==> src/source/csr_pkg.sv <==
// CSR package: addresses, widths, encodings and the legal mcause table
package csr_pkg;

    ////////////////////////////////////////////////////////////
    // Widths
    localparam int XLEN      = 32;
    localparam int COUNTER_W = 64;
    localparam int ECODE_W   = 5;
    localparam int RETIRE_W  = 2;

    ////////////////////////////////////////////////////////////
    // Machine mode addresses
    localparam logic [11:0] MSTATUS   = 12'h300;
    localparam logic [11:0] MISA      = 12'h301;
    localparam logic [11:0] MTVEC     = 12'h305;
    localparam logic [11:0] MSCRATCH  = 12'h340;
    localparam logic [11:0] MEPC      = 12'h341;
    localparam logic [11:0] MCAUSE    = 12'h342;
    localparam logic [11:0] MTVAL     = 12'h343;
    localparam logic [11:0] MVENDORID = 12'hF11;
    localparam logic [11:0] MARCHID   = 12'hF12;
    localparam logic [11:0] MIMPID    = 12'hF13;
    localparam logic [11:0] MHARTID   = 12'hF14;
    localparam logic [11:0] MCYCLE    = 12'hB00;
    localparam logic [11:0] MINSTRET  = 12'hB02;
    localparam logic [11:0] MCYCLEH   = 12'hB80;
    localparam logic [11:0] MINSTRETH = 12'hB82;

    // User read-only counter aliases
    localparam logic [11:0] CYCLE    = 12'hC00;
    localparam logic [11:0] TIME     = 12'hC01;
    localparam logic [11:0] INSTRET  = 12'hC02;
    localparam logic [11:0] CYCLEH   = 12'hC80;
    localparam logic [11:0] TIMEH    = 12'hC81;
    localparam logic [11:0] INSTRETH = 12'hC82;

    // Identity constants, MXL=1 with I and M
    localparam logic [XLEN-1:0] MISA_VALUE   = 32'h4000_1100;
    localparam logic [XLEN-1:0] MIMPID_VALUE = 32'h0000_0001;
    localparam logic [XLEN-1:0] HART_ID      = 32'h0000_0000;

    // mstatus field positions
    localparam int MSTATUS_MIE    = 3;
    localparam int MSTATUS_MPIE   = 7;
    localparam int MSTATUS_MPP_LO = 11;

    typedef enum logic [1:0] {
        CSR_RW = 2'b01,
        CSR_RS = 2'b10,
        CSR_RC = 2'b11
    } csr_op_t;

    typedef enum logic [1:0] {
        PRIV_U = 2'b00,
        PRIV_M = 2'b11
    } priv_t;

    typedef enum logic [ECODE_W-1:0] {
        EXC_INST_MISALIGNED  = 5'd0,
        EXC_ILLEGAL_INST     = 5'd2,
        EXC_BREAKPOINT       = 5'd3,
        EXC_LOAD_MISALIGNED  = 5'd4,
        EXC_STORE_MISALIGNED = 5'd6,
        EXC_ECALL_U          = 5'd8,
        EXC_ECALL_M          = 5'd11
    } exc_code_t;

    // Decoded register selector shared by all blocks
    typedef enum logic [4:0] {
        CSR_NONE, CSR_MSTATUS, CSR_MISA, CSR_MTVEC, CSR_MSCRATCH,
        CSR_MEPC, CSR_MCAUSE, CSR_MTVAL, CSR_MVENDORID, CSR_MARCHID,
        CSR_MIMPID, CSR_MHARTID, CSR_MCYCLE, CSR_MCYCLEH, CSR_MINSTRET,
        CSR_MINSTRETH, CSR_CYCLE, CSR_CYCLEH, CSR_TIME, CSR_TIMEH,
        CSR_INSTRET, CSR_INSTRETH
    } csr_id_t;

    // One bit per exception code, interrupts are never legal
    localparam logic [2**ECODE_W-1:0] MCAUSE_LEGAL =
        (32'd1 << EXC_INST_MISALIGNED) | (32'd1 << EXC_ILLEGAL_INST) |
        (32'd1 << EXC_BREAKPOINT) | (32'd1 << EXC_LOAD_MISALIGNED) |
        (32'd1 << EXC_STORE_MISALIGNED) | (32'd1 << EXC_ECALL_U) |
        (32'd1 << EXC_ECALL_M);

endpackage

==> src/source/csr_access.sv <==
// CSR access decoder: address decode, privilege check and read-modify-write value
`timescale 1ns/1ns

module csr_access
    import csr_pkg::*;
(
    input  logic [11:0]     csr_addr,
    input  csr_op_t         csr_op,
    input  logic [XLEN-1:0] rs1,
    input  logic            new_request,
    input  logic            commit,
    input  priv_t           current_privilege,
    input  logic [XLEN-1:0] rd_value,
    output logic            csr_exc,
    output csr_id_t         csr_id,
    output logic            wr_en,
    output logic [XLEN-1:0] wr_data
);

    logic invalid_addr;
    logic priv_fail;
    logic read_only;

    ////////////////////////////////////////////////////////////
    // Address decode
    always_comb begin
        case (csr_addr)
            MSTATUS:   csr_id = CSR_MSTATUS;
            MISA:      csr_id = CSR_MISA;
            MTVEC:     csr_id = CSR_MTVEC;
            MSCRATCH:  csr_id = CSR_MSCRATCH;
            MEPC:      csr_id = CSR_MEPC;
            MCAUSE:    csr_id = CSR_MCAUSE;
            MTVAL:     csr_id = CSR_MTVAL;
            MVENDORID: csr_id = CSR_MVENDORID;
            MARCHID:   csr_id = CSR_MARCHID;
            MIMPID:    csr_id = CSR_MIMPID;
            MHARTID:   csr_id = CSR_MHARTID;
            MCYCLE:    csr_id = CSR_MCYCLE;
            MCYCLEH:   csr_id = CSR_MCYCLEH;
            MINSTRET:  csr_id = CSR_MINSTRET;
            MINSTRETH: csr_id = CSR_MINSTRETH;
            CYCLE:     csr_id = CSR_CYCLE;
            CYCLEH:    csr_id = CSR_CYCLEH;
            TIME:      csr_id = CSR_TIME;
            TIMEH:     csr_id = CSR_TIMEH;
            INSTRET:   csr_id = CSR_INSTRET;
            INSTRETH:  csr_id = CSR_INSTRETH;
            default:   csr_id = CSR_NONE;
        endcase
    end

    assign invalid_addr = (csr_id == CSR_NONE);

    // Address bits 9:8 give the lowest privilege allowed
    assign priv_fail = (csr_addr[9:8] > current_privilege);
    assign csr_exc   = new_request & (invalid_addr | priv_fail);

    ////////////////////////////////////////////////////////////
    // Write value and strobe
    assign read_only = (csr_addr[11:10] == 2'b11);
    assign wr_en     = commit & ~read_only;

    always_comb begin
        case (csr_op)
            CSR_RW:  wr_data = rs1;
            CSR_RS:  wr_data = rd_value | rs1;
            CSR_RC:  wr_data = rd_value & ~rs1;
            default: wr_data = rs1;
        endcase
    end

endmodule

==> src/source/csr_trap_ctrl.sv <==
// Trap and privilege controller: privilege level, mstatus, mepc, mcause and mtval
`timescale 1ns/1ns

module csr_trap_ctrl
    import csr_pkg::*;
(
    input  logic            clk,
    input  logic            rst,
    input  csr_id_t         csr_id,
    input  logic            wr_en,
    input  logic [XLEN-1:0] wr_data,
    input  logic            exc_valid,
    input  exc_code_t       exc_code,
    input  logic [XLEN-1:0] exc_tval,
    input  logic [XLEN-1:0] exc_pc,
    input  logic            mret,
    output priv_t           current_privilege,
    output logic [XLEN-1:0] mstatus,
    output logic [XLEN-1:0] mepc,
    output logic [XLEN-1:0] mcause,
    output logic [XLEN-1:0] mtval
);

    logic  mie;
    logic  mpie;
    priv_t mpp;
    priv_t privilege;

    logic  mstatus_wr;
    logic  mepc_wr;
    logic  mcause_wr;
    logic  mtval_wr;
    logic  mcause_legal;

    assign mstatus_wr = wr_en & (csr_id == CSR_MSTATUS);
    assign mepc_wr    = wr_en & (csr_id == CSR_MEPC);
    assign mcause_wr  = wr_en & (csr_id == CSR_MCAUSE);
    assign mtval_wr   = wr_en & (csr_id == CSR_MTVAL);

    ////////////////////////////////////////////////////////////
    // Privilege level
    always_ff @(posedge clk) begin
        if (rst)
            privilege <= PRIV_M;
        else if (exc_valid)
            privilege <= PRIV_M;
        else if (mret)
            privilege <= mpp;
    end

    assign current_privilege = privilege;

    ////////////////////////////////////////////////////////////
    // mstatus, CSR write first, then trap, then mret
    always_ff @(posedge clk) begin
        if (rst) begin
            mie  <= 1'b0;
            mpie <= 1'b0;
            mpp  <= PRIV_M;
        end else if (mstatus_wr) begin
            mie  <= wr_data[MSTATUS_MIE];
            mpie <= wr_data[MSTATUS_MPIE];
            // Only U and M exist, anything else falls back to U
            mpp  <= (wr_data[MSTATUS_MPP_LO +: 2] == PRIV_M) ? PRIV_M : PRIV_U;
        end else if (exc_valid) begin
            mpie <= mie;
            mie  <= 1'b0;
            mpp  <= privilege;
        end else if (mret) begin
            mie  <= mpie;
            mpie <= 1'b1;
            mpp  <= PRIV_U;
        end
    end

    always_comb begin
        mstatus = '0;
        mstatus[MSTATUS_MIE] = mie;
        mstatus[MSTATUS_MPIE] = mpie;
        mstatus[MSTATUS_MPP_LO +: 2] = mpp;
    end

    ////////////////////////////////////////////////////////////
    // Trap registers, a trap wins over a write
    assign mcause_legal = ~wr_data[XLEN-1] & MCAUSE_LEGAL[wr_data[ECODE_W-1:0]];

    always_ff @(posedge clk) begin
        if (rst) begin
            mepc   <= '0;
            mcause <= '0;
            mtval  <= '0;
        end else if (exc_valid) begin
            mepc   <= {exc_pc[XLEN-1:2], 2'b00};
            mcause <= {{(XLEN-ECODE_W){1'b0}}, exc_code};
            mtval  <= exc_tval;
        end else begin
            if (mepc_wr)
                mepc <= {wr_data[XLEN-1:2], 2'b00};
            // Illegal codes leave mcause untouched
            if (mcause_wr && mcause_legal)
                mcause <= {wr_data[XLEN-1], {(XLEN-1-ECODE_W){1'b0}},
                           wr_data[ECODE_W-1:0]};
            if (mtval_wr)
                mtval <= wr_data;
        end
    end

endmodule

==> src/source/csr_counters.sv <==
// Counter block: 64-bit cycle and retired instruction counters
`timescale 1ns/1ns

module csr_counters
    import csr_pkg::*;
(
    input  logic                 clk,
    input  logic                 rst,
    input  csr_id_t              csr_id,
    input  logic                 wr_en,
    input  logic [XLEN-1:0]      wr_data,
    input  logic [RETIRE_W-1:0]  retire_inc,
    output logic [COUNTER_W-1:0] mcycle,
    output logic [COUNTER_W-1:0] minstret
);

    logic [COUNTER_W-1:0] mcycle_next;
    logic [COUNTER_W-1:0] minstret_next;

    // Add first, then let a half write override the sum
    function automatic logic [COUNTER_W-1:0] step_count(
        input logic [COUNTER_W-1:0] count,
        input logic [COUNTER_W-1:0] inc,
        input logic                 wr_lo,
        input logic                 wr_hi,
        input logic [XLEN-1:0]      data
    );
        logic [COUNTER_W-1:0] sum;
        sum = count + inc;
        if (wr_lo)
            sum[XLEN-1:0] = data;
        if (wr_hi)
            sum[COUNTER_W-1:XLEN] = data[COUNTER_W-XLEN-1:0];
        return sum;
    endfunction

    assign mcycle_next = step_count(mcycle, COUNTER_W'(1),
                                    wr_en && (csr_id == CSR_MCYCLE),
                                    wr_en && (csr_id == CSR_MCYCLEH), wr_data);

    assign minstret_next = step_count(minstret, COUNTER_W'(retire_inc),
                                      wr_en && (csr_id == CSR_MINSTRET),
                                      wr_en && (csr_id == CSR_MINSTRETH), wr_data);

    always_ff @(posedge clk) begin
        if (rst) begin
            mcycle   <= '0;
            minstret <= '0;
        end else begin
            mcycle   <= mcycle_next;
            minstret <= minstret_next;
        end
    end

endmodule

==> src/source/csr_regs.sv <==
// Register block: mtvec, mscratch, identity constants and the registered read mux
`timescale 1ns/1ns

module csr_regs
    import csr_pkg::*;
(
    input  logic                 clk,
    input  logic                 rst,
    input  csr_id_t              csr_id,
    input  logic                 wr_en,
    input  logic [XLEN-1:0]      wr_data,
    input  logic                 read_regs,
    input  logic [XLEN-1:0]      mstatus,
    input  logic [XLEN-1:0]      mepc,
    input  logic [XLEN-1:0]      mcause,
    input  logic [XLEN-1:0]      mtval,
    input  logic [COUNTER_W-1:0] mcycle,
    input  logic [COUNTER_W-1:0] minstret,
    output logic [XLEN-1:0]      trap_pc,
    output logic [XLEN-1:0]      rd_value
);

    logic [XLEN-1:0] mtvec;
    logic [XLEN-1:0] mscratch;
    logic [XLEN-1:0] selected;

    ////////////////////////////////////////////////////////////
    // Writable machine registers
    always_ff @(posedge clk) begin
        if (rst) begin
            mtvec    <= '0;
            mscratch <= '0;
        end else if (wr_en) begin
            // Direct mode only, so the mode bits stay zero
            if (csr_id == CSR_MTVEC)
                mtvec <= {wr_data[XLEN-1:2], 2'b00};
            if (csr_id == CSR_MSCRATCH)
                mscratch <= wr_data;
        end
    end

    assign trap_pc = mtvec;

    ////////////////////////////////////////////////////////////
    // Read mux
    always_comb begin
        case (csr_id)
            CSR_MSTATUS:   selected = mstatus;
            CSR_MISA:      selected = MISA_VALUE;
            CSR_MTVEC:     selected = mtvec;
            CSR_MSCRATCH:  selected = mscratch;
            CSR_MEPC:      selected = mepc;
            CSR_MCAUSE:    selected = mcause;
            CSR_MTVAL:     selected = mtval;
            CSR_MVENDORID: selected = '0;
            CSR_MARCHID:   selected = '0;
            CSR_MIMPID:    selected = MIMPID_VALUE;
            CSR_MHARTID:   selected = HART_ID;
            // time has no separate source and follows mcycle
            CSR_MCYCLE, CSR_CYCLE, CSR_TIME:
                selected = mcycle[XLEN-1:0];
            CSR_MCYCLEH, CSR_CYCLEH, CSR_TIMEH:
                selected = mcycle[COUNTER_W-1:XLEN];
            CSR_MINSTRET, CSR_INSTRET:
                selected = minstret[XLEN-1:0];
            CSR_MINSTRETH, CSR_INSTRETH:
                selected = minstret[COUNTER_W-1:XLEN];
            default:       selected = '0;
        endcase
    end

    // Held until the next read so set and clear see a stable old value
    always_ff @(posedge clk) begin
        if (rst)
            rd_value <= '0;
        else if (read_regs)
            rd_value <= selected;
    end

endmodule

==> src/source/csr_unit.sv <==
// Machine-mode CSR unit top level connecting decoder, trap control, counters and registers
`timescale 1ns/1ns

module csr_unit
    import csr_pkg::*;
(
    input  logic                clk,
    input  logic                rst,
    input  logic [11:0]         csr_addr,
    input  csr_op_t             csr_op,
    input  logic [XLEN-1:0]     rs1,
    input  logic                new_request,
    input  logic                read_regs,
    input  logic                commit,
    input  logic                exc_valid,
    input  exc_code_t           exc_code,
    input  logic [XLEN-1:0]     exc_tval,
    input  logic [XLEN-1:0]     exc_pc,
    input  logic                mret,
    input  logic [RETIRE_W-1:0] retire_inc,
    output logic                csr_exc,
    output priv_t               current_privilege,
    output logic [XLEN-1:0]     wb_csr,
    output logic [XLEN-1:0]     trap_pc,
    output logic [XLEN-1:0]     csr_mepc
);

    csr_id_t              csr_id;
    logic                 wr_en;
    logic [XLEN-1:0]      wr_data;
    logic [XLEN-1:0]      rd_value;
    logic [XLEN-1:0]      mstatus;
    logic [XLEN-1:0]      mcause;
    logic [XLEN-1:0]      mtval;
    logic [COUNTER_W-1:0] mcycle;
    logic [COUNTER_W-1:0] minstret;

    csr_access u_access (
        .csr_addr          (csr_addr),
        .csr_op            (csr_op),
        .rs1               (rs1),
        .new_request       (new_request),
        .commit            (commit),
        .current_privilege (current_privilege),
        .rd_value          (rd_value),
        .csr_exc           (csr_exc),
        .csr_id            (csr_id),
        .wr_en             (wr_en),
        .wr_data           (wr_data)
    );

    csr_trap_ctrl u_trap_ctrl (
        .clk               (clk),
        .rst               (rst),
        .csr_id            (csr_id),
        .wr_en             (wr_en),
        .wr_data           (wr_data),
        .exc_valid         (exc_valid),
        .exc_code          (exc_code),
        .exc_tval          (exc_tval),
        .exc_pc            (exc_pc),
        .mret              (mret),
        .current_privilege (current_privilege),
        .mstatus           (mstatus),
        .mepc              (csr_mepc),
        .mcause            (mcause),
        .mtval             (mtval)
    );

    csr_counters u_counters (
        .clk        (clk),
        .rst        (rst),
        .csr_id     (csr_id),
        .wr_en      (wr_en),
        .wr_data    (wr_data),
        .retire_inc (retire_inc),
        .mcycle     (mcycle),
        .minstret   (minstret)
    );

    csr_regs u_regs (
        .clk       (clk),
        .rst       (rst),
        .csr_id    (csr_id),
        .wr_en     (wr_en),
        .wr_data   (wr_data),
        .read_regs (read_regs),
        .mstatus   (mstatus),
        .mepc      (csr_mepc),
        .mcause    (mcause),
        .mtval     (mtval),
        .mcycle    (mcycle),
        .minstret  (minstret),
        .trap_pc   (trap_pc),
        .rd_value  (rd_value)
    );

    assign wb_csr = rd_value;

endmodule

==> config.mk <==
export PLATFORM = sky130hd
export DESIGN_NAME = csr_unit
export DESIGN_NICKNAME = d
export VERILOG_FILES = /design/src/source/csr_pkg.sv /design/src/source/csr_access.sv /design/src/source/csr_trap_ctrl.sv /design/src/source/csr_counters.sv /design/src/source/csr_regs.sv /design/src/source/csr_unit.sv
export SDC_FILE = /design/constraint.sdc
export NUM_CORES = 1
export LEC_CHECK = 0
export CAP_MARGIN = 20
export CORE_MARGIN = 8
export CORE_UTILIZATION = 45
export CTS_CLUSTER_DIAMETER = 200
export DETAILED_ROUTE_END_ITERATION = 12
export DONT_BUFFER_PORTS = 1
export PLACE_DENSITY = 0.62
export SLEW_MARGIN = 20
export SYNTH_ARGS = -nofsm -noshare
export SYNTH_HDL_FRONTEND = slang
export SYNTH_SLANG_ARGS = --single-unit
==> constraint.sdc <==
create_clock -name clk -period 3.5 [get_ports clk]
set_clock_uncertainty 0.15 [all_clocks]
set_input_delay 0.7 -clock clk [delete_from_list [all_inputs] [get_ports clk]]
set_output_delay 0.7 -clock clk [all_outputs]
set_load 0.01 [all_outputs]
---- After elaboration in Yosys (flattened, before gate mapping) ----
Memories as Yosys holds them, arrays and structs flattened.
Cells that the tools add are included.
Widths: inputs -> output; s select.
operators by class
  $add $sub $neg .......................... 2
  magnitude comparators ................... 2
  eq/ne operators ......................... 43
  multiplexer cells ....................... 24
  bitwise gates (word level) .............. 13
  reductions and logical operators ........ 17
operators with widths
  cell                   count
  $pmux 32 s12           1
  $mux 32                8
  $eq 12x12->1 const B   14
  $pmux 5 s21            1
  $eq 12x10->1 const B   7
  $add 64x1->64 const B  1
  $add 64x2->64          1
  $pmux 32 s2            1
  $and 32x32->32         1
  $not 32->32            1
  $or 32x32->32          1
  $eq 5x5->1 const B     6
  $eq 5x4->1 const B     5
  $eq 5x3->1 const B     4
  $eq 5x2->1 const B     2
  $mux 5                 2
  $eq 2x2->1 const B     4
  $mux 2                 4
  $and 1x1->1            7
  $mux 1                 7
  $lt 5x6->1 const B     1
  $reduce_bool 2->1      3
  $reduce_or 2->1        3
  $reduce_or 3->1        2
  8 further kinds        14
word-level totals
  flip-flop bits (word level) ............. 296
  ROM bits ................................ 32
  input bits .............................. 124
  output and inout bits ................... 99
  logic and storage cells ................. 115
  memories ................................ 1
memory list
  memory            depth  width  read ports  clocked after memory_dff  wr ports  line                 text
  (name not given)  32     1      1           0                         0         csr_trap_ctrl.sv:85  assign mcause_legal = ~wr_data[XLEN-1] & MCAUSE_LEGAL[wr_data[ECODE_W-1:0]];

---- Depth between registers and ports, before layout ----
Gate-level depths: netlist of the first run.
  depth in word-level cells ............... 9
  mapped depth ............................ 13
  mapped depth without buffers ............ 10

---- Modules after synthesis ----
Synthesis of the first run repeated with hierarchy kept, for this count alone.
second synthesis, totals
  cells, all modules ...................... 2,363
  area total of the unflattened synthesis .. 18,092.4 um^2
by module, submodules not included
  module         instances  cells an instance  area each (um^2)  sequential area each (um^2)
  csr_counters   1          968                7,654.8           2,562.5
  csr_regs       1          767                5,866.9           1,881.8
  csr_trap_ctrl  1          482                3,761.1           1,481.4
  csr_access     1          146                809.5             0.0

---- Worst setup path before layout of the first run ----
Ideal clock, no wire load.
  path kind ............................... input to register
  start point ............................. in retire_inc[0]
  end point ............................... reg u_counters.minstret[52]
  library setup time ...................... 0.086 ns
  arrival ................................. 3.112 ns
  data required time ...................... 3.264 ns
  setup slack ............................. 0.153 ns
  stages on the path ...................... 10
  buffers on the path ..................... 0
  path through ............................ ha_1 -> inv_1 -> fa_1 -> nand2b_1 -> nor3_1 -> nand2_1 -> nor4_1 -> nand3_1 -> xor2_1 -> a211oi_1
between the ends
  longest elaborated chain between the ends .. 2
RTL lines
  element                 line                text
  start: declaration      csr_unit.sv:20      input logic [RETIRE_W-1:0] retire_inc,
  $add 64x2->64           csr_counters.sv:29  sum = count + inc;
  $mux 32                 csr_counters.sv:32  if (wr_hi)
  end signal: assignment  csr_counters.sv:51  minstret <= minstret_next;
  end: declaration        csr_counters.sv:14  output logic [COUNTER_W-1:0] minstret
No other way between the ends.
A chain may end at the register's enable or synchronous reset.

---- Worst setup path after layout of the first run ----
  start point ............................. in csr_addr[3]
  end point ............................... out csr_exc
between the ends
  longest elaborated chain between the ends .. 5
RTL lines
  element                                              line              text
  start: declaration                                   csr_unit.sv:9     input logic [11:0] csr_addr,
  $eq 12x12->1 / $eq 12x10->1 (equally long branches)  csr_access.sv:27  case (csr_addr)
  $pmux 5 s21 *                                        csr_access.sv:27
  $logic_not 5->1 *                                    csr_access.sv:53  assign invalid_addr = (csr_id == CSR_NONE);
  $or 1x1->1 *                                         csr_access.sv:57  assign csr_exc = new_request & (invalid_addr | priv_fail);
  $and 1x1->1 *                                        csr_access.sv:57
  end: declaration                                     csr_unit.sv:21    output logic csr_exc,
Every way passes the cells marked *; elsewhere a longest branch is shown, timed or not.

==> results of run 1 <==
==> stage by stage <==
stage | power [uW] | instances | setup slack [ns]
floorplan | 3849 | 1985 | 0.1529
global placement | 3963 | 2394 | 0.1269
detailed placement | 3971 | 2394 | 0.07679
CTS | 7543 | 2452 | 0.2995
global route | 7724 | 2452 | 0.2618
finish | 7516 | 2452 | 0.3274
==> synthesized netlist by cell type (all sizes together) (9+ instances only) <==
library cell  instances  area (sq um)
dfxtp               296          5926
nand2               270          1013
nor2                253         949.7
a211oi              194          1506
a21oi               136         680.7
clkbuf              115         431.7
nand3                84         420.4
mux2i                74         740.7
xnor2                68         595.6
a22oi                59         456.7
xor2                 57         499.2
nand4                41         256.5
buf                  37         239.0
nor3                 35         175.2
a221oi               30         269.0
inv                  29         108.9
mux2                 28         315.3
and3                 27         168.9
a22o                 26         227.7
nor4                 23         186.4
and2                  9         56.30
o21ai                 9         45.04
==> path summary, 6_finish.rpt <==
kind,to,slack [ns]
setup / recovery,csr_exc,0.33
hold / removal,u_trap_ctrl.current_privilege[1]$_SDFFE_PP1P_,0.16
setup reg to reg,u_counters.minstret[52]$_SDFF_PP0_,0.50
hold reg to reg,u_regs.mscratch[6]$_SDFFE_PP0P_,0.30
==> final cells by class <==
cell class | instances | area share (%)
timing repair buffer | 100 | 5.021
multi-input combinational | 1508 | 51.91
clock buffer | 45 | 5.369
clock inverter | 13 | 0.8368
inverter | 29 | 0.6206
sequential | 296 | 33.02
tap | 461 | 3.215
==> per-layer routing <==
metal | up-vias | share of wire, % | global-route usage, %
li1 | 7141 | - | -
met1 | 7324 | 44 | 38.56
met2 | 730 | 42 | 39.44
met3 | 102 | 10 | 6.039
met4 | 0 | 3.5 | 9.437
met5 | - | 0 | 0
==> worst max-delay path, delay by kind of cell <==
family | cells | cell delay [ns]
AO/OA/AOI/OAI | 3 | 0.44
buffers and inverters | 1 | 0.22
AND/OR/NAND/NOR | 2 | 0.96
==> cells in the final DEF (no fill, tap or decap), types with 5 or more instances in the layout <==
cell type	n
o21ai_0	9
nor4_1	19
inv_1	28
xor2_1	57
buf_4	88
nand3_1	83
nand4_1	41
a221oi_1	29
a22o_1	26
mux2i_1	74
a22oi_1	58
clkbuf_1	5
a211oi_2	10
clkinv_2	7
dfxtp_1	296
nand2_1	270
nor2_1	251
buf_12	12
nor3_1	32
a32oi_1	6
clkbuf_16	35
a21oi_1	136
and2_1	9
and3_1	25
ha_1	6
clkbuf_8	5
mux2_2	28
xnor2_1	68
a211oi_1	184
==> logic make-up after synthesis <==
group | count (synthesis) | synth area share, %
AO/OA/AOI/OAI | 494 | 22.04
XOR/XNOR | 125 | 6.855
multiplexers | 102 | 6.612
AND/OR/NAND/NOR | 776 | 21.90
flip-flops | 296 | 37.10
other | 1 | 0.02348
adder cells (fa/ha/maj) | 7 | 0.5954
buffers and inverters | 181 | 4.881
==> report_power, final <==
part | switching, uW | total (uW) | internal (uW)
logic | 248 | 393 | 145
clock network | 1450 | 3610 | 2160
registers | 79.0 | 3510 | 3440
==> flip-flops by register name (all words and copies together), names as in the netlist, 6 cells and up <==
| name | count |
|---|---|
| u_trap_ctrl.mtval | 32 |
| u_trap_ctrl.mepc | 30 |
| u_regs.rd_value | 32 |
| u_regs.trap_pc | 30 |
| u_counters.mcycle | 64 |
| u_regs.mscratch | 32 |
| u_counters.minstret | 64 |
| u_trap_ctrl.mcause | 6 |
==> impl_metrics.csv, run 1 <==
group,metric,value,unit
status,status,"complete, no violations",
clock_network,path_clk_slew,0.06,ns
timing,period_needed,3.173,ns
detailed_routing,drt-total-wl,58.95,mm
grt,grt_pass1_wl,88.69,mm
logic_synthesis,async_flop_share,0,%
power,ir_drop,0.3606,mV
detailed_routing,initialDrtViolationCount,1690,
hold_path,hp-start,"mret",
final_layout,nets,2100,
logic_synthesis,netlist_area,15970,sq um
timing,whs,0.1597,ns
detailed_routing,drc,0,
logic_synthesis,synthFlopType,"dfxtp_1",
setup_path,worstPathArrival,2.32,ns
detailed_routing,wire_per_inst,24.04,microns
grt,grt_max_degree,266,
timing,rsz0062_at_grt,"no",
clock_network,cts_resized,0,
clock_network,hold_buffers,0,
setup_path,cp-end-kind,"output pin",
placed_design,place.gp.congestion,0.9484,
timing,fmax,315.2,MHz
grt,gr-total-overflow,0,
timing,drv_slew,0,
floorplan,num_rows,69,
final_layout,register_area,5926,sq um
power,leakage,0.005940,uW
floorplan,coreArea,35220,sq um
setup_path,crit_type,"in -> out",
floorplan,die-width,204.4,microns
final_layout,postLayoutCoreUtil,50.94,%
timing,timing.final.crit_share,90.64,%
final_layout,layout-area-overhead-vs-synth,12.35,%
logic_synthesis,synth_edf_count,0,
setup_path,crit_fanout,4,
timing,setup-violations-final,0,
timing,worst_pin_slew,1.079,ns
detailed_routing,via_per_inst,6.239,
placed_design,place_area,16830,sq um
clock_network,numCtsBuffers,34,
clock_network,clock_latency,0.51,ns
hold_path,worstHoldPathCells,1,
floorplan,initial_core_util,45.34,%
grt,grtUsageTotal,27.03,%
detailed_routing,vias,15297,
clock_network,clk_path_buf_depth,3,
clock_network,post_cts_buffers,0,
clock_network,cts_tree,"yes",
placed_design,hpwlAfterDp,42.46,mm
setup_path,crit_path_top_delay_cell,"or4b_1",
timing,setup_tns,0,ns
floorplan,die_height,204.4,microns
grt,antenna_found_initial,0,
setup_path,r2r_cells,12,
final_layout,nFillCells,3436,
final_layout,n_antenna_cell,0,
setup_path,startpoint,"csr_addr[3]",
setup_path,r2r_start,"u_counters.minstret[0]$_SDFF_PP0_",
floorplan,ios,223,
detailed_routing,ant_nets,0,
logic_synthesis,avgSynthCellArea,8.058,sq um
flow_run,drv_cap,0,
clock_network,h-tree-depth,2,
logic_synthesis,synth_warnings,0,
placed_design,io_buffers,0,
timing,maxSlewHeadroom,28.06,%
logic_synthesis,synth-seq-cells,296,
setup_path,slowest_delay,0.53,ns
power,power_density,418.9,nW/um^2
floorplan,die-area,41780,sq um
clock_network,clock_sinks,296,
clock_network,clock_tree.root_cell,"clkbuf_16",
setup_path,path_cells,"or4b_1 -> nor3_1 -> buf_4 -> a211oi_1 -> o21ai_0 -> a21boi_0",
setup_path,critPathLaunchType,"input pin",
logic_synthesis,yosysSeqAreaShare,37.10,%
logic_synthesis,netlist_instances,1982,
timing,hold_viol,0,
final_layout,final_area,17940,sq um
setup_path,required,2.65,ns
logic_synthesis,synth_cell_types,67,
hold_path,hold_class,"in -> reg",
final_layout,multi_input_area,9315,sq um
grt,grt_pass1_vias,14349,
detailed_routing,firstDrtPassIters,6,
final_layout,drive_gt1_share,10.85,%
(Power assumes the default switching activity.)
==> run 2, diff against run 1 <==
Settings changed: CTS_BUF_LIST from default to sky130_fd_sc_hd__clkbuf_2.
==> run 2 against run 1 <==
Sequential power is essentially flat. Routed wire length rose by 5.2%. Setup slack worse by 0.085 ns. Via count up 7.3%. Final cell count increased by 9.8%. Total power shrank 13%. Clock power fell by 31%. Combinational power rose by 35%. Register-to-register slack lost 0.25 ns. Design area rose by 6.8%. Non-clock buffer count increased by 161. Die area stayed put.
==> impl_metrics.csv, run 2 (synthesis results as in run 1) <==
group,metric,value,unit
status,status,"complete, no violations",
detailed_routing,highest_layer,"met4",
power,leakage,0.006869,uW
floorplan,die_height,204.4,microns
detailed_routing,wire_per_inst,23.02,microns
clock_network,h-tree-depth,3,
power,power.switching,1877,uW
timing,drv_slew,0,
floorplan,die-width,204.4,microns
floorplan,initial_core_util,45.34,%
power,p_sw_share,28.75,%
setup_path,r2r_start,"u_counters.minstret[0]$_SDFF_PP0_",
hold_path,hold_end,"u_counters.minstret[8]$_SDFF_PP0_",
clock_network,path_clk_slew,0.11,ns
detailed_routing,dr_wl_met2,27.57,mm
placed_design,io_buffers,0,
final_layout,final_cells,2693,
timing,period_needed,3.257,ns
final_layout,drive_gt1_share,13.18,%
grt,gr-total-overflow,0,
setup_path,critPathLaunchType,"input pin",
timing,fmax,307.0,MHz
setup_path,r2r-end,"u_counters.minstret[34]$_SDFF_PP0_",
power,pwr-share-comb,8.1,%
setup_path,crit_path_top_delay_cell,"dlygate4sd3_1",
setup_path,crit_type,"in -> reg",
floorplan,num_rows,69,
floorplan,die-area,41780,sq um
timing,rsz0062_at_grt,"no",
clock_network,cts_tree,"yes",
grt,grtUsageTotal,28.64,%
setup_path,timing.critical_path.mode_cell,"buf_4",
final_layout,postLayoutCoreUtil,54.40,%
final_layout,final_common_cell,"dfxtp_1",
placed_design,hpwlAfterDp,42.46,mm
setup_path,slowest_delay,0.57,ns
setup_path,path_cells,"dlygate4sd3_1 -> ha_1 -> inv_1 -> fa_1 -> nand2b_1 -> nor3_1 -> buf_4 -> buf_4 -> and2_1 -> buf_4 -> nand4_1 -> xor2_1 -> a211oi_1 -> dlygate4sd3_1",
timing,timing.final.crit_share,93.06,%
detailed_routing,via_per_inst,6.098,
power,p_int,4651,uW
grt,antenna_found_initial,1,
detailed_routing,met3_length,6.601,mm
detailed_routing,vias,16421,
power,power_frac_seq,53.8,%
timing,setup-violations-final,0,
setup_path,r2r_slack,0.25,ns
detailed_routing,wl_met1,26.33,mm
timing,whs,0.06803,ns
detailed_routing,firstDrtPassIters,5,
floorplan,ios,223,
setup_path,crit_fanout,5,
final_layout,reg.largest.list,"u_counters.mcycle (64), u_counters.minstret (64)",
final_layout,layout_common_cells,"dfxtp_1 (296), nand2_1 (270), nor2_1 (251)",
floorplan,coreArea,35220,sq um
timing,worst_pin_slew,0.9040,ns
flow_run,drv_cap,0,
detailed_routing,drt-total-wl,61.99,mm
hold_path,worstHoldPathCells,4,
timing,maxSlewHeadroom,39.61,%
power,ir_drop,0.2979,mV
clock_network,clk_path_buf_depth,3,
grt,grt_pass1_vias,15746,
power,power_density,340.7,nW/um^2
detailed_routing,drc,0,
timing,hold_viol,0,
setup_path,worstPathArrival,3.96,ns
setup_path,r2r_cells,13,
clock_network,clock_latency,0.91,ns
clock_network,numCtsBuffers,80,
grt,grt_pass1_wl,94.36,mm
grt,grt_max_degree,163,
final_layout,layout-area-overhead-vs-synth,19.97,%
hold_path,hp-start,"rs1[8]",
clock_network,cts_resized,0,
setup_path,required,4.20,ns
setup_path,cp-end-kind,"register",
power,p_clk_share,38.1,%
timing,setup_tns,0,ns
detailed_routing,ant_nets,0,
placed_design,dpl.cell_count,2394,
clock_network,clock_sinks,296,
placed_design,place.gp.congestion,0.9484,
final_layout,nets,2307,
hold_path,hold_class,"in -> reg",
clock_network,clock_tree.root_cell,"clkbuf_2",
detailed_routing,initialDrtViolationCount,1666,
-- run 2: layer usage --
metal | global-route usage, % | vias to the layer above
met4 | 8.485 | 0
met2 | 43.64 | 835
met3 | 7.418 | 93
met1 | 39.29 | 7890
met5 | 0 | -
li1 | - | 7603
-- run 2: metrics by stage --
step	cell area [sq um]	setup slack, ns	power [uW]
2_1_floorplan	15980	0.1529	3849
3_3_place_gp	16830	0.1269	3963
3_5_place_dp	16830	0.07679	3971
4_1_cts	19160	0.2974	6563
5_1_grt	19160	0.07088	6812
6_report	19160	0.2428	6528
-- run 2: how the worst max path moves through the flow --
stage | start | to | cells past startpoint
final | retire_inc[0] | u_counters.minstret[34]$_SDFF_PP0_ | 14
after global routing | u_counters.mcycle[30]$_SDFF_PP0_ | u_counters.mcycle[63]$_SDFF_PP0_ | 7
after CTS | u_counters.minstret[0]$_SDFF_PP0_ | u_counters.minstret[34]$_SDFF_PP0_ | 13
after detailed placement | csr_addr[3] | u_counters.mcycle[49]$_SDFF_PP0_ | 9
after global placement | csr_addr[3] | u_counters.mcycle[49]$_SDFF_PP0_ | 9
after floorplan | retire_inc[0] | u_counters.minstret[52]$_SDFF_PP0_ | 10
-- run 2: critical path: cells and delay by family --
family,cells,cell delay (ns)
AO/OA/AOI/OAI,1,0.23
adder cells (fa/ha/maj),2,0.57
buffers and inverters,6,1.64
AND/OR/NAND/NOR,4,0.65
XOR/XNOR,1,0.16
-- run 2: repair_timing --
item,CTS,global route
endpoints found under the hold margin,277,0
hold buffers,161,0
buffers inserted,0,0
-- run 2: area by class of cell --
| class | instances | area [sq um] |
|---|---|---|
| timing repair buffer | 261 | 2530 |
| clock buffer | 124 | 620.6 |
| inverter | 29 | 111.4 |
| fill | 3368 | 16060 |
| tap | 461 | 576.8 |
| sequential | 296 | 5926 |
| multi-input combinational | 1508 | 9315 |
| clock inverter | 12 | 76.32 |
| antenna | 2 | 5.005 |
-- run 2: power groups by stage --
stage                     clock (uW)  combinational (uW)  sequential, uW
final                           2490                 531            3510
after CTS                       2540                 516            3510
after detailed placement           0                 385            3590
after floorplan                    0                 294            3560
after global routing            2730                 566            3520
after global placement             0                 378            3590
